===== config.mk =====
export PLATFORM = sky130hd
export DESIGN_NAME = qv_fetch_top
export DESIGN_NICKNAME = d
export VERILOG_FILES = /design/src/source/qv_mem_pkg.sv /design/src/source/qv_instr_pkg.sv /design/src/source/qv_fetch_ctrl.sv /design/src/source/qv_instr_buffer.sv /design/src/source/qv_decoder.sv /design/src/source/qv_issue.sv /design/src/source/qv_fetch_top.sv
export SDC_FILE = /design/constraint.sdc
export NUM_CORES = 1
export LEC_CHECK = 0
export BUFFER_PORTS_ARGS = -buffer_cell sky130_fd_sc_hd__buf_2
export CAP_MARGIN = 20
export CORE_MARGIN = 1
export CORE_UTILIZATION = 58
export CTS_BUF_LIST = sky130_fd_sc_hd__clkbuf_8
export DETAILED_ROUTE_END_ITERATION = 16
export PLACE_DENSITY = 0.82
export SYNTH_ARGS = -nofsm -noshare
export SYNTH_HDL_FRONTEND = slang
export SYNTH_SLANG_ARGS = --single-unit

===== constraint.sdc =====
create_clock -name clk -period 8.2 [get_ports clk]
set_input_delay 1.64 -clock clk [delete_from_list [all_inputs] [get_ports clk]]
set_output_delay 1.64 -clock clk [all_outputs]
set_load 0.05 [all_outputs]

===== src/source/qv_mem_pkg.sv =====
/* Instruction memory port definitions
   Address width, halfword and address types,
   request and response structs of the fetch port
 */

package qv_mem_pkg;

    localparam int ADDR_BITS = 24;  // Byte address width of instruction memory

    // One instruction halfword as delivered by memory
    typedef logic [15:0] hword_t;

    // Halfword address, bit 0 of the byte address is always zero
    typedef logic [ADDR_BITS-1:1] haddr_t;

    // Request towards instruction memory
    typedef struct packed {
        haddr_t addr;     // Burst start / next halfword address
        logic   restart;  // Level, memory may begin a burst at addr
        logic   stall;    // Level, buffer cannot take another halfword
    } fetch_req_t;

    // Response from instruction memory
    typedef struct packed {
        logic   started;  // Pulse when a burst begins
        logic   stopped;  // Pulse when a burst ends
        logic   ready;    // Pulse per delivered halfword
        hword_t data;
    } fetch_resp_t;

endpackage


===== src/source/qv_instr_pkg.sv =====
/* Instruction definitions
   Instruction class enum, decoded instruction struct
   and the RV32I major opcodes
 */

package qv_instr_pkg;

    typedef enum logic [3:0] {
        ic_load,
        ic_store,
        ic_alu_imm,
        ic_alu_reg,
        ic_lui,
        ic_auipc,
        ic_branch,
        ic_jal,
        ic_jalr,
        ic_system,
        ic_compressed,
        ic_illegal
    } iclass_t;

    // Issued instruction, register indices cut to 4 bits as in RV32E
    typedef struct packed {
        qv_mem_pkg::haddr_t pc;
        logic               is_32;   // Two halfwords long
        iclass_t            iclass;
        logic [2:0]         funct3;
        logic [3:0]         rd;
        logic [3:0]         rs1;
        logic [3:0]         rs2;
        logic [31:0]        imm;     // Sign extended
    } decoded_t;

    // RV32I major opcodes
    localparam logic [6:0] op_load    = 7'b0000011;
    localparam logic [6:0] op_store   = 7'b0100011;
    localparam logic [6:0] op_alu_imm = 7'b0010011;
    localparam logic [6:0] op_alu_reg = 7'b0110011;
    localparam logic [6:0] op_lui     = 7'b0110111;
    localparam logic [6:0] op_auipc   = 7'b0010111;
    localparam logic [6:0] op_branch  = 7'b1100011;
    localparam logic [6:0] op_jal     = 7'b1101111;
    localparam logic [6:0] op_jalr    = 7'b1100111;
    localparam logic [6:0] op_system  = 7'b1110011;

endpackage


===== src/source/qv_fetch_ctrl.sv =====
/* Fetch controller
   Next fetch address, burst running state and
   generation of the restart level towards memory
 */

module qv_fetch_ctrl (
    input  logic                    clk,
    input  logic                    rstn,
    input  logic                    redirect,
    input  qv_mem_pkg::haddr_t      redirect_addr,
    input  qv_mem_pkg::fetch_resp_t resp,
    output qv_mem_pkg::haddr_t      addr,
    output logic                    restart,
    output logic                    hw_wr
);
    import qv_mem_pkg::*;

    logic   running;       // A burst is in progress
    logic   running_next;
    logic   restart_q;
    haddr_t addr_next;

    // Halfwords only count while a burst is running
    assign hw_wr = resp.ready && running;

    always_comb begin
        running_next = running;
        if (redirect) begin
            running_next = 1'b0;  // Abandon the current burst
        end else if (resp.started) begin
            running_next = 1'b1;
        end else if (resp.stopped) begin
            running_next = 1'b0;
        end
    end

    always_comb begin
        addr_next = addr;
        if (redirect) begin
            addr_next = redirect_addr;
        end else if (hw_wr) begin
            addr_next = addr + haddr_t'(1);
        end
    end

    always_ff @(posedge clk) begin
        if (!rstn) begin
            running   <= 1'b0;
            restart_q <= 1'b0;
            addr      <= '0;
        end else begin
            running   <= running_next;
            restart_q <= !running_next;
            addr      <= addr_next;
        end
    end

    /* Restart follows the idle state, so after a stall ends a burst the
       memory picks up again at the halfword after the last one taken.
       It drops for the redirect cycle itself. */
    assign restart = restart_q && !redirect;

endmodule


===== src/source/qv_instr_buffer.sv =====
/* Instruction halfword buffer
   Four entry ring with fill count, one or two
   halfword pop, flush and look-ahead full flag
 */

module qv_instr_buffer (
    input  logic               clk,
    input  logic               rstn,
    input  logic               flush,
    input  logic               wr,
    input  qv_mem_pkg::hword_t wr_data,
    input  logic               pop,
    input  logic               pop_two,
    output qv_mem_pkg::hword_t head_lo,
    output qv_mem_pkg::hword_t head_hi,
    output logic [2:0]         count,
    output logic               full
);
    import qv_mem_pkg::*;

    hword_t     mem [4];
    logic [1:0] rd_ptr;
    logic [1:0] rd_ptr_hi;
    logic [1:0] wr_ptr;
    logic [1:0] pop_len;

    assign pop_len = pop ? (pop_two ? 2'd2 : 2'd1) : 2'd0;

    always_ff @(posedge clk) begin
        if (!rstn) begin
            rd_ptr <= '0;
            wr_ptr <= '0;
            count  <= '0;
        end else if (flush) begin
            rd_ptr <= '0;  // Drop everything, pending write included
            wr_ptr <= '0;
            count  <= '0;
        end else begin
            rd_ptr <= rd_ptr + pop_len;
            wr_ptr <= wr_ptr + {1'b0, wr};
            count  <= count + {2'b00, wr} - {1'b0, pop_len};
        end
    end

    always_ff @(posedge clk) begin
        if (wr) begin
            mem[wr_ptr] <= wr_data;
        end
    end

    // 32-bit window at the head, may wrap around the ring
    assign rd_ptr_hi = rd_ptr + 2'd1;
    assign head_lo   = mem[rd_ptr];
    assign head_hi   = mem[rd_ptr_hi];

    // Also full when the last free slot is being written now without a pop
    assign full = (count == 3'd4) || (count == 3'd3 && wr && !pop);

endmodule


===== src/source/qv_decoder.sv =====
/* Instruction decoder
   Combinational RV32 decode of the 32-bit window at the buffer head,
   class, register fields and immediate, no pc
 */

module qv_decoder (
    input  logic [31:0]            window,
    output qv_instr_pkg::decoded_t dec
);
    import qv_instr_pkg::*;

    logic        is_32;
    logic [6:0]  opcode;
    logic [4:0]  rd_f;
    logic [4:0]  rs1_f;
    logic [4:0]  rs2_f;
    logic        use_rd;
    logic        use_rs1;
    logic        use_rs2;
    logic        bad_reg;
    iclass_t     cls;
    logic [31:0] imm_i;
    logic [31:0] imm_s;
    logic [31:0] imm_b;
    logic [31:0] imm_u;
    logic [31:0] imm_j;

    assign is_32  = window[1:0] == 2'b11;
    assign opcode = window[6:0];
    assign rd_f   = window[11:7];
    assign rs1_f  = window[19:15];
    assign rs2_f  = window[24:20];

    assign imm_i = {{20{window[31]}}, window[31:20]};
    assign imm_s = {{20{window[31]}}, window[31:25], window[11:7]};
    assign imm_b = {{19{window[31]}}, window[31], window[7], window[30:25], window[11:8], 1'b0};
    assign imm_u = {window[31:12], 12'h000};
    assign imm_j = {{11{window[31]}}, window[31], window[19:12], window[20], window[30:21], 1'b0};

    // Opcode to class
    always_comb begin
        case (opcode)
            op_load:    cls = ic_load;
            op_store:   cls = ic_store;
            op_alu_imm: cls = ic_alu_imm;
            op_alu_reg: cls = ic_alu_reg;
            op_lui:     cls = ic_lui;
            op_auipc:   cls = ic_auipc;
            op_branch:  cls = ic_branch;
            op_jal:     cls = ic_jal;
            op_jalr:    cls = ic_jalr;
            op_system:  cls = ic_system;
            default:    cls = ic_illegal;
        endcase
    end

    // Register fields that each class reads or writes
    assign use_rd  = cls inside {ic_load, ic_alu_imm, ic_alu_reg, ic_lui, ic_auipc,
                                 ic_jal, ic_jalr, ic_system};
    assign use_rs1 = cls inside {ic_load, ic_store, ic_alu_imm, ic_alu_reg, ic_branch,
                                 ic_jalr, ic_system};
    assign use_rs2 = cls inside {ic_store, ic_alu_reg, ic_branch};

    // Only 16 registers exist
    assign bad_reg = (use_rd && rd_f[4]) || (use_rs1 && rs1_f[4]) || (use_rs2 && rs2_f[4]);

    always_comb begin
        dec       = '0;
        dec.is_32 = is_32;
        if (!is_32) begin
            dec.iclass = ic_compressed;  // Length only and no fields
        end else if (cls == ic_illegal || bad_reg) begin
            dec.iclass = ic_illegal;
        end else begin
            dec.iclass = cls;
            dec.funct3 = use_rs1 ? window[14:12] : 3'b000;  // U and J formats have none
            dec.rd     = use_rd  ? rd_f[3:0]  : 4'h0;
            dec.rs1    = use_rs1 ? rs1_f[3:0] : 4'h0;
            dec.rs2    = use_rs2 ? rs2_f[3:0] : 4'h0;
            case (cls)
                ic_store:           dec.imm = imm_s;
                ic_branch:          dec.imm = imm_b;
                ic_lui, ic_auipc:   dec.imm = imm_u;
                ic_jal:             dec.imm = imm_j;
                ic_alu_reg:         dec.imm = 32'h0;
                default:            dec.imm = imm_i;
            endcase
        end
    end

endmodule


===== src/source/qv_issue.sv =====
/* Issue stage
   Program counter, registered instruction for the core
   and the pop decision towards the buffer
 */

module qv_issue (
    input  logic                   clk,
    input  logic                   rstn,
    input  logic                   redirect,
    input  qv_mem_pkg::haddr_t     redirect_addr,
    input  logic                   instr_complete,
    input  qv_mem_pkg::hword_t     head_lo,
    input  qv_mem_pkg::hword_t     head_hi,
    input  logic [2:0]             count,
    output logic                   pop,
    output logic                   pop_two,
    output qv_instr_pkg::decoded_t instr,
    output logic                   instr_valid
);
    import qv_mem_pkg::*;
    import qv_instr_pkg::*;

    decoded_t dec;
    decoded_t issued;
    haddr_t   pc;
    logic     fits;   // Whole instruction is in the buffer
    logic     take;   // Issue register can be reloaded
    logic     load;

    qv_decoder decoder_i (
        .window ({head_hi, head_lo}),
        .dec    (dec)
    );

    // count is checked first so an empty buffer never looks at stale data
    assign fits = (count >= 3'd2) || (count == 3'd1 && !dec.is_32);
    assign take = !instr_valid || instr_complete;
    assign load = take && fits && !redirect;

    assign pop     = load;
    assign pop_two = dec.is_32;

    always_comb begin
        issued    = dec;
        issued.pc = pc;
    end

    always_ff @(posedge clk) begin
        if (!rstn) begin
            instr_valid <= 1'b0;
            pc          <= '0;
        end else if (redirect) begin
            instr_valid <= 1'b0;      // Overrides a completion in the same cycle
            pc          <= redirect_addr;
        end else if (take) begin
            instr_valid <= fits;
            if (fits) pc <= pc + (dec.is_32 ? haddr_t'(2) : haddr_t'(1));
        end
    end

    always_ff @(posedge clk) begin
        if (load) begin
            instr <= issued;
        end
    end

endmodule


===== src/source/qv_fetch_top.sv =====
/* Instruction front end top level
   Fetch controller, halfword buffer and issue stage,
   memory request packing
 */

module qv_fetch_top (
    input  logic                    clk,
    input  logic                    rstn,
    input  qv_mem_pkg::fetch_resp_t mem_resp,
    input  logic                    redirect,
    input  qv_mem_pkg::haddr_t      redirect_addr,
    input  logic                    instr_complete,
    output qv_mem_pkg::fetch_req_t  mem_req,
    output qv_instr_pkg::decoded_t  instr,
    output logic                    instr_valid
);
    import qv_mem_pkg::*;

    haddr_t     fetch_addr;
    logic       fetch_restart;
    logic       hw_wr;
    hword_t     head_lo;
    hword_t     head_hi;
    logic [2:0] buf_count;
    logic       buf_full;
    logic       pop;
    logic       pop_two;

    qv_fetch_ctrl fetch_i (
        .clk           (clk),
        .rstn          (rstn),
        .redirect      (redirect),
        .redirect_addr (redirect_addr),
        .resp          (mem_resp),
        .addr          (fetch_addr),
        .restart       (fetch_restart),
        .hw_wr         (hw_wr)
    );

    qv_instr_buffer buffer_i (
        .clk     (clk),
        .rstn    (rstn),
        .flush   (redirect),
        .wr      (hw_wr),
        .wr_data (mem_resp.data),
        .pop     (pop),
        .pop_two (pop_two),
        .head_lo (head_lo),
        .head_hi (head_hi),
        .count   (buf_count),
        .full    (buf_full)
    );

    qv_issue issue_i (
        .clk            (clk),
        .rstn           (rstn),
        .redirect       (redirect),
        .redirect_addr  (redirect_addr),
        .instr_complete (instr_complete),
        .head_lo        (head_lo),
        .head_hi        (head_hi),
        .count          (buf_count),
        .pop            (pop),
        .pop_two        (pop_two),
        .instr          (instr),
        .instr_valid    (instr_valid)
    );

    assign mem_req = '{addr: fetch_addr, restart: fetch_restart, stall: buf_full};

endmodule


==> results of run 1 <==
-- logic make-up after synthesis --
group | share of synthesized area, %
simple gates | 12.9
mux | 7.22
xor+xnor | 3.23
compound gates | 11.0
fa+ha+maj | 1.62
flops | 61.1
buf+inv | 2.97
-- state kept, by name, indices dropped and copies added (netlist names), 2 cells and up --
name,flops
buffer_i.mem,64
buffer_i.count,3
buffer_i.wr_ptr,2
buffer_i.rd_ptr,2
issue_i.instr,75
fetch_i.addr,23
issue_i.pc,23
-- critical path: stages (launching register included) --
cell and delay, ns:
dfxtp_2 0.50, buf_4 0.44, nand4b_1 0.17, o21ai_0 0.16
o31ai_2 0.56, nand2_1 0.31, nor2_4 0.16, o31ai_1 0.10
buf_2 0.22
-- placed cells by master, fill, tap and decap left out, types with 3 or more instances in the layout --
cell and count:
nor2_1 37, nor2b_1 5, nor3_1 8, mux2_2 6, a21oi_1 61, and3_1 9, inv_1 21, edfxtp_1 139
dfxtp_1 54, clkbuf_8 17, a31oi_1 16, xnor2_1 12, xor2_1 20, clkinv_1 9, buf_2 146, o21ai_0 45
nand4_1 11, o21a_1 7, nor3b_1 13, nand3_1 18, nand2b_1 4, mux2i_1 13, nand2_1 62, buf_4 7
or4_1 4, and4_1 3, and2_1 8, ha_1 8, or3_1 12, mux4_2 19, o31ai_1 4, a22oi_1 6
-- area by class of cell --
type | instances | share of cell area (%)
clock inverter | 15 | 1.03
inverter | 21 | 0.797
multi-input combinational | 451 | 31.7
timing repair buffer | 154 | 8.20
clock buffer | 17 | 2.37
sequential | 195 | 53.6
tap | 184 | 2.33
-- how the worst max path moves through the flow --
| stage | startpoint | end | slack (ns) | cells after the start |
|---|---|---|---|---|
| after floorplan | instr_complete | mem_req[0] | 0.68 | 6 |
| after global placement | instr_complete | mem_req[0] | 3.66 | 6 |
| after detailed placement | instr_complete | mem_req[0] | 3.60 | 6 |
| after CTS | buffer_i.rd_ptr[1]$_SDFF_PP0_ | mem_req[0] | 3.45 | 8 |
| after global routing | buffer_i.rd_ptr[1]$_SDFF_PP0_ | mem_req[0] | 3.19 | 8 |
| final | buffer_i.rd_ptr[1]$_SDFF_PP0_ | mem_req[0] | 3.47 | 8 |
-- layer usage --
metal,routed length [um],vias to the layer above,part of all wire (%),global-route usage (%)
met5,46,-,0.25,1.96
li1,-,2905,-,-
met1,7670,2997,41,31.5
met2,9110,283,49,39.6
met4,495,4,2.6,11.1
met3,1410,43,7.5,5.69
-- where the power goes --
group / internal, W / switching, W / total [W]
clock network: 0.000231 / 0.000312 / 0.000542
registers: 0.00107 / 0.0000211 / 0.00109
logic: 0.0000390 / 0.0000915 / 0.000131
total: 0.00134 / 0.000424 / 0.00177
-- metrics by stage --
step	power [W]	area [um^2]
after floorplan	0.00120	8670
after global placement	0.00124	9520
after detailed placement	0.00124	9520
after CTS	0.00177	9860
after global routing	0.00182	9880
final	0.00177	9880
==> results.sh, run 1 <==
export IMPL_status="finished, final reports clean"
export IMPL_clock_path_buffers=2
export IMPL_grt_start_max_net_pins=76
export IMPL_synth_cells=702
export IMPL_ys_ff_latch=195
export IMPL_hold_class="reg2reg"
export IMPL_root_buffer="clkbuf_8"
export IMPL_crit_arrival_ns=3.09
export IMPL_r2r_end="issue_i.pc[12]$_SDFFE_PN0P_"
export IMPL_postRouteAntennaNets=0
export IMPL_finalMaxSlewViolations=0
export IMPL_fin_ws_ns=3.47
export IMPL_ios=147
export IMPL_maxCapViolations=0
export IMPL_grt_overflow=0
export IMPL_stdcell_count=1037
export IMPL_ctsResizeCount=0
export IMPL_n_antenna_cell=0
export IMPL_dpl_hpwl_um=13400
export IMPL_grt_pass1_wl_um=29500
export IMPL_wl_per_cell_um=18.1
export IMPL_cts_num_sinks=195
export IMPL_synth_most_common_cell="edfxtp_1"
export IMPL_critPathRequiredTime_ns=6.56
export IMPL_whs_path_depth=0
export IMPL_r2r_setup_slack_ns=4.13
export IMPL_vias=6232
export IMPL_drt_iter0_markers=493
export IMPL_cts_hold_buf=0
export IMPL_slew_headroom_pct=38.2
export IMPL_netlist_cell_type_count=62
export IMPL_htree_levels=4
export IMPL_synth_ff_type="edfxtp_1"
export IMPL_path_class="reg2out"
export IMPL_synth_area_leader_cell="edfxtp_1"
export IMPL_worstSetupStartpointType="flip-flop"
export IMPL_gp_congestion=0.886
export IMPL_finalHoldWorstSlack_ns=0.464
export IMPL_critPathCaptureType="output port"
export IMPL_track_usage_pct=24.5
export IMPL_hold_start="issue_i.pc[22]$_SDFFE_PN0P_"
export IMPL_clk_pin_slew_worst_paths_ns=0.08
export IMPL_final_util_pct=68.0
export IMPL_post_route_drc_count=0
export IMPL_ys_warn_count=0
export IMPL_layout_min_cycle_time_ns=4.73
export IMPL_syn_avg_cell_area_um2=12.3
export IMPL_min_to="issue_i.instr[74]$_DFFE_PP_"
export IMPL_wirelength_um=18700
export IMPL_preCtsSetupSlack_ns=3.60
export IMPL_dieWidth_um=124
export IMPL_power_leakage_nw=3.60
export IMPL_syn_nets=758
export IMPL_fin_tns_setup_ns=0
export IMPL_max_freq_mhz=211
export IMPL_rows=44
export IMPL_worst_skew_pair_late_latency_ns=0.46
export IMPL_core_area_um2=14500
export IMPL_timing_final_crit_share_pct=57.7
export IMPL_reg2reg_from="buffer_i.rd_ptr[1]$_SDFF_PP0_"
export IMPL_cts_buffers=17
export IMPL_final_nets=896
export IMPL_viasPerCell=6.01
export IMPL_grt_pass1_vias=5861
export IMPL_antenna_found_initial=1
export IMPL_nFillCells=1026
export IMPL_synth_top_cells_by_count="edfxtp_1, nand2_1, a21oi_1"
export IMPL_worst_pin_slew_ns=0.927
export IMPL_ys_top_cells_by_area="edfxtp_1, dfxtp_1, mux4_2"
export IMPL_power_density_nw_per_um2=179
export IMPL_cts_setup_buffers=0
export IMPL_syn_area_um2=8670
export IMPL_hold_viol=0
export IMPL_r2r_cells=10
export IMPL_cts_tree="yes"
export IMPL_placed_cells=1004
export IMPL_multiInputGateArea_um2=3130
export IMPL_yosysTopAreaCellShare_pct=48.2
export IMPL_ys_seq_area_share_pct=61.1
export IMPL_chipHeight_um=124
export IMPL_vdd_ir_drop_max_uv=110
export IMPL_fin_skew_ns=0.00852
export IMPL_async_reset_ff_share_pct=0
export IMPL_syn_to_final_growth_pct=14.0
export IMPL_synth_enable_flop_cells=139
export IMPL_initial_utilization_pct=59.6
export IMPL_portBuffers=146
export IMPL_grt_setup_unrepaired="no"
export IMPL_critical_path_max_fanout=30
export IMPL_dr_pass1_iters=7
export IMPL_die_area_um2=15400
export IMPL_final_setup_viol_count=0
export IMPL_seq_area_um2=5300
export IMPL_drive_gt1_share_pct=25.7
Power figures use the tool's default switching activity.
==> run 2: changes to the inputs <==
--- a/config.mk
+++ b/config.mk
@@ -8,10 +8,10 @@
 export BUFFER_PORTS_ARGS = -buffer_cell sky130_fd_sc_hd__buf_2
 export CAP_MARGIN = 20
 export CORE_MARGIN = 1
-export CORE_UTILIZATION = 58
+export CORE_UTILIZATION = 53
 export CTS_BUF_LIST = sky130_fd_sc_hd__clkbuf_8
 export DETAILED_ROUTE_END_ITERATION = 16
-export PLACE_DENSITY = 0.82
+export PLACE_DENSITY = 0.79
 export SYNTH_ARGS = -nofsm -noshare
 export SYNTH_HDL_FRONTEND = slang
 export SYNTH_SLANG_ARGS = --single-unit
==> constraint.sdc (replaced) <==
create_clock -name clk -period 3.8 [get_ports clk]
set_input_delay 0.76 -clock clk [delete_from_list [all_inputs] [get_ports clk]]
set_output_delay 0.76 -clock clk [all_outputs]
set_load 0.05 [all_outputs]
==> run 2 against run 1 <==
- core utilization down 5.4 points
- largest power group unchanged
- critical path depth unchanged
- clock power up 140%
==> results.sh, run 2 (same netlist as run 1, synthesis figures left out) <==
export IMPL_status="finished, final reports clean"
export IMPL_n_antenna_cell=0
export IMPL_worstSetupEndpoint="issue_i.pc[18]$_SDFFE_PN0P_"
export IMPL_vias=6036
export IMPL_layout_min_cycle_time_ns=3.32
export IMPL_wl_per_cell_um=16.9
export IMPL_nFillCells=1253
export IMPL_clock_path_buffers=2
export IMPL_htree_levels=4
export IMPL_largest_reg_flops=75
export IMPL_grt_start_max_net_pins=76
export IMPL_reg_largest_list="issue_i.instr x75, buffer_i.mem x64"
export IMPL_vdd_ir_drop_max_uv=217
export IMPL_portBuffers=146
export IMPL_gp_congestion=0.824
export IMPL_cts_buffers=17
export IMPL_power_density_nw_per_um2=393
export IMPL_drive_gt1_share_pct=26.7
export IMPL_post_route_drc_count=0
export IMPL_hold_class="reg2reg"
export IMPL_dieWidth_um=130
export IMPL_worst_pin_slew_ns=0.950
export IMPL_power_leakage_nw=3.64
export IMPL_multiInputGateArea_um2=3130
export IMPL_cts_setup_buffers=0
export IMPL_hold_viol=0
export IMPL_worstSetupStartpoint="buffer_i.rd_ptr[0]$_SDFF_PP0_"
export IMPL_path_class="reg2reg"
export IMPL_r2r_setup_slack_ns=0.48
export IMPL_critPathCaptureType="flip-flop"
export IMPL_grt_overflow=0
export IMPL_critPathRequiredTime_ns=4.19
export IMPL_drt_iter0_markers=432
export IMPL_rows=46
export IMPL_fin_tns_setup_ns=0
export IMPL_timing_final_crit_share_pct=87.5
export IMPL_clk_pin_slew_worst_paths_ns=0.09
export IMPL_grt_setup_unrepaired="no"
export IMPL_core_area_um2=15900
export IMPL_worst_skew_pair_late_latency_ns=0.47
export IMPL_syn_to_final_growth_pct=15.2
export IMPL_antenna_found_initial=0
export IMPL_ios=147
export IMPL_r2r_end="issue_i.pc[18]$_SDFFE_PN0P_"
export IMPL_critical_path_max_fanout=23
export IMPL_seq_area_um2=5300
export IMPL_slew_headroom_pct=36.7
export IMPL_die_area_um2=16900
export IMPL_cts_hold_buf=0
export IMPL_track_usage_pct=21.9
export IMPL_finalMaxSlewViolations=0
export IMPL_wirelength_um=18100
export IMPL_layout_commonest_cell="buf_2"
export IMPL_maxCapViolations=0
export IMPL_viasPerCell=5.62
export IMPL_grt_pass1_wl_um=27700
export IMPL_r2r_cells=8
export IMPL_dpl_hpwl_um=12900
export IMPL_reg2reg_from="buffer_i.rd_ptr[0]$_SDFF_PP0_"
export IMPL_grt_pass1_vias=5350
export IMPL_max_freq_mhz=301
export IMPL_final_cell_mix="buf_2, edfxtp_1, nand2_1"
export IMPL_initial_utilization_pct=54.4
export IMPL_fin_skew_ns=0.0125
export IMPL_worstSetupStartpointType="flip-flop"
export IMPL_dr_pass1_iters=5
export IMPL_cts_tree="yes"
export IMPL_crit_arrival_ns=3.71
export IMPL_root_buffer="clkbuf_8"
export IMPL_ctsResizeCount=0
export IMPL_cts_num_sinks=195
export IMPL_regMostFlops="issue_i.instr"
export IMPL_final_nets=901
export IMPL_final_setup_viol_count=0
export IMPL_postRouteAntennaNets=0
export IMPL_placed_cells=1042
export IMPL_chipHeight_um=130
export IMPL_finalHoldWorstSlack_ns=0.468
export IMPL_stdcell_count=1074
## run 2: final cells by class
cell class	instances	share of cell area [%]
Clock inverter	15	1.43
Multi-Input combinational cell	451	31.4
Clock buffer	17	2.34
Timing Repair Buffer	159	8.30
Sequential cell	195	53.1
Tap cell	216	2.71
Inverter	21	0.790
## run 2: where the power goes
part,total (W),switching (W),internal [W]
Clock,0.00128,0.000703,0.000579
Combinational,0.000280,0.000195,0.0000846
Sequential,0.00236,0.0000446,0.00231
## run 2: metrics by stage
step	instance area, um^2	total power, W	setup WS, ns	util, %
2_1_floorplan	8670	0.00259	0.157	-
3_3_place_gp	9610	0.00268	0.569	60.3
3_5_place_dp	9610	0.00269	0.504	60.3
4_1_cts	9980	0.00393	0.452	62.6
5_1_grt	9980	0.00404	0.142	62.6
6_report	9980	0.00392	0.476	62.6
## run 2: how the worst min path moves through the flow
stage	start	to	cells past startpoint
after global placement	issue_i.pc[22]$_SDFFE_PN0P_	issue_i.instr[74]$_DFFE_PP_	0
final	issue_i.pc[22]$_SDFFE_PN0P_	issue_i.instr[74]$_DFFE_PP_	0
after detailed placement	issue_i.pc[6]$_SDFFE_PN0P_	issue_i.instr[58]$_DFFE_PP_	0
after CTS	issue_i.pc[22]$_SDFFE_PN0P_	issue_i.instr[74]$_DFFE_PP_	0
after global routing	issue_i.pc[22]$_SDFFE_PN0P_	issue_i.instr[74]$_DFFE_PP_	0
after floorplan	issue_i.pc[22]$_SDFFE_PN0P_	issue_i.instr[74]$_DFFE_PP_	0
## run 2: metal layers
layer	part of all wire [%]	GRT usage, %	wire length (um)	up-vias
met5	0	0	0	-
met2	48	34.1	8730	200
met3	5.6	4.80	1020	20
met4	1.2	6.84	218	0
li1	-	-	-	2914
met1	45	30.8	8160	2902
## run 2: critical path, stage by stage (launching register included)
cell	delay [ns]
dfxtp_2	0.71
o21ai_0	0.28
or2_1	0.43
clkinv_1	0.13
ha_1	0.19
fa_1	0.25
nand4_1	0.48
or4_1	0.60
a31oi_1	0.18
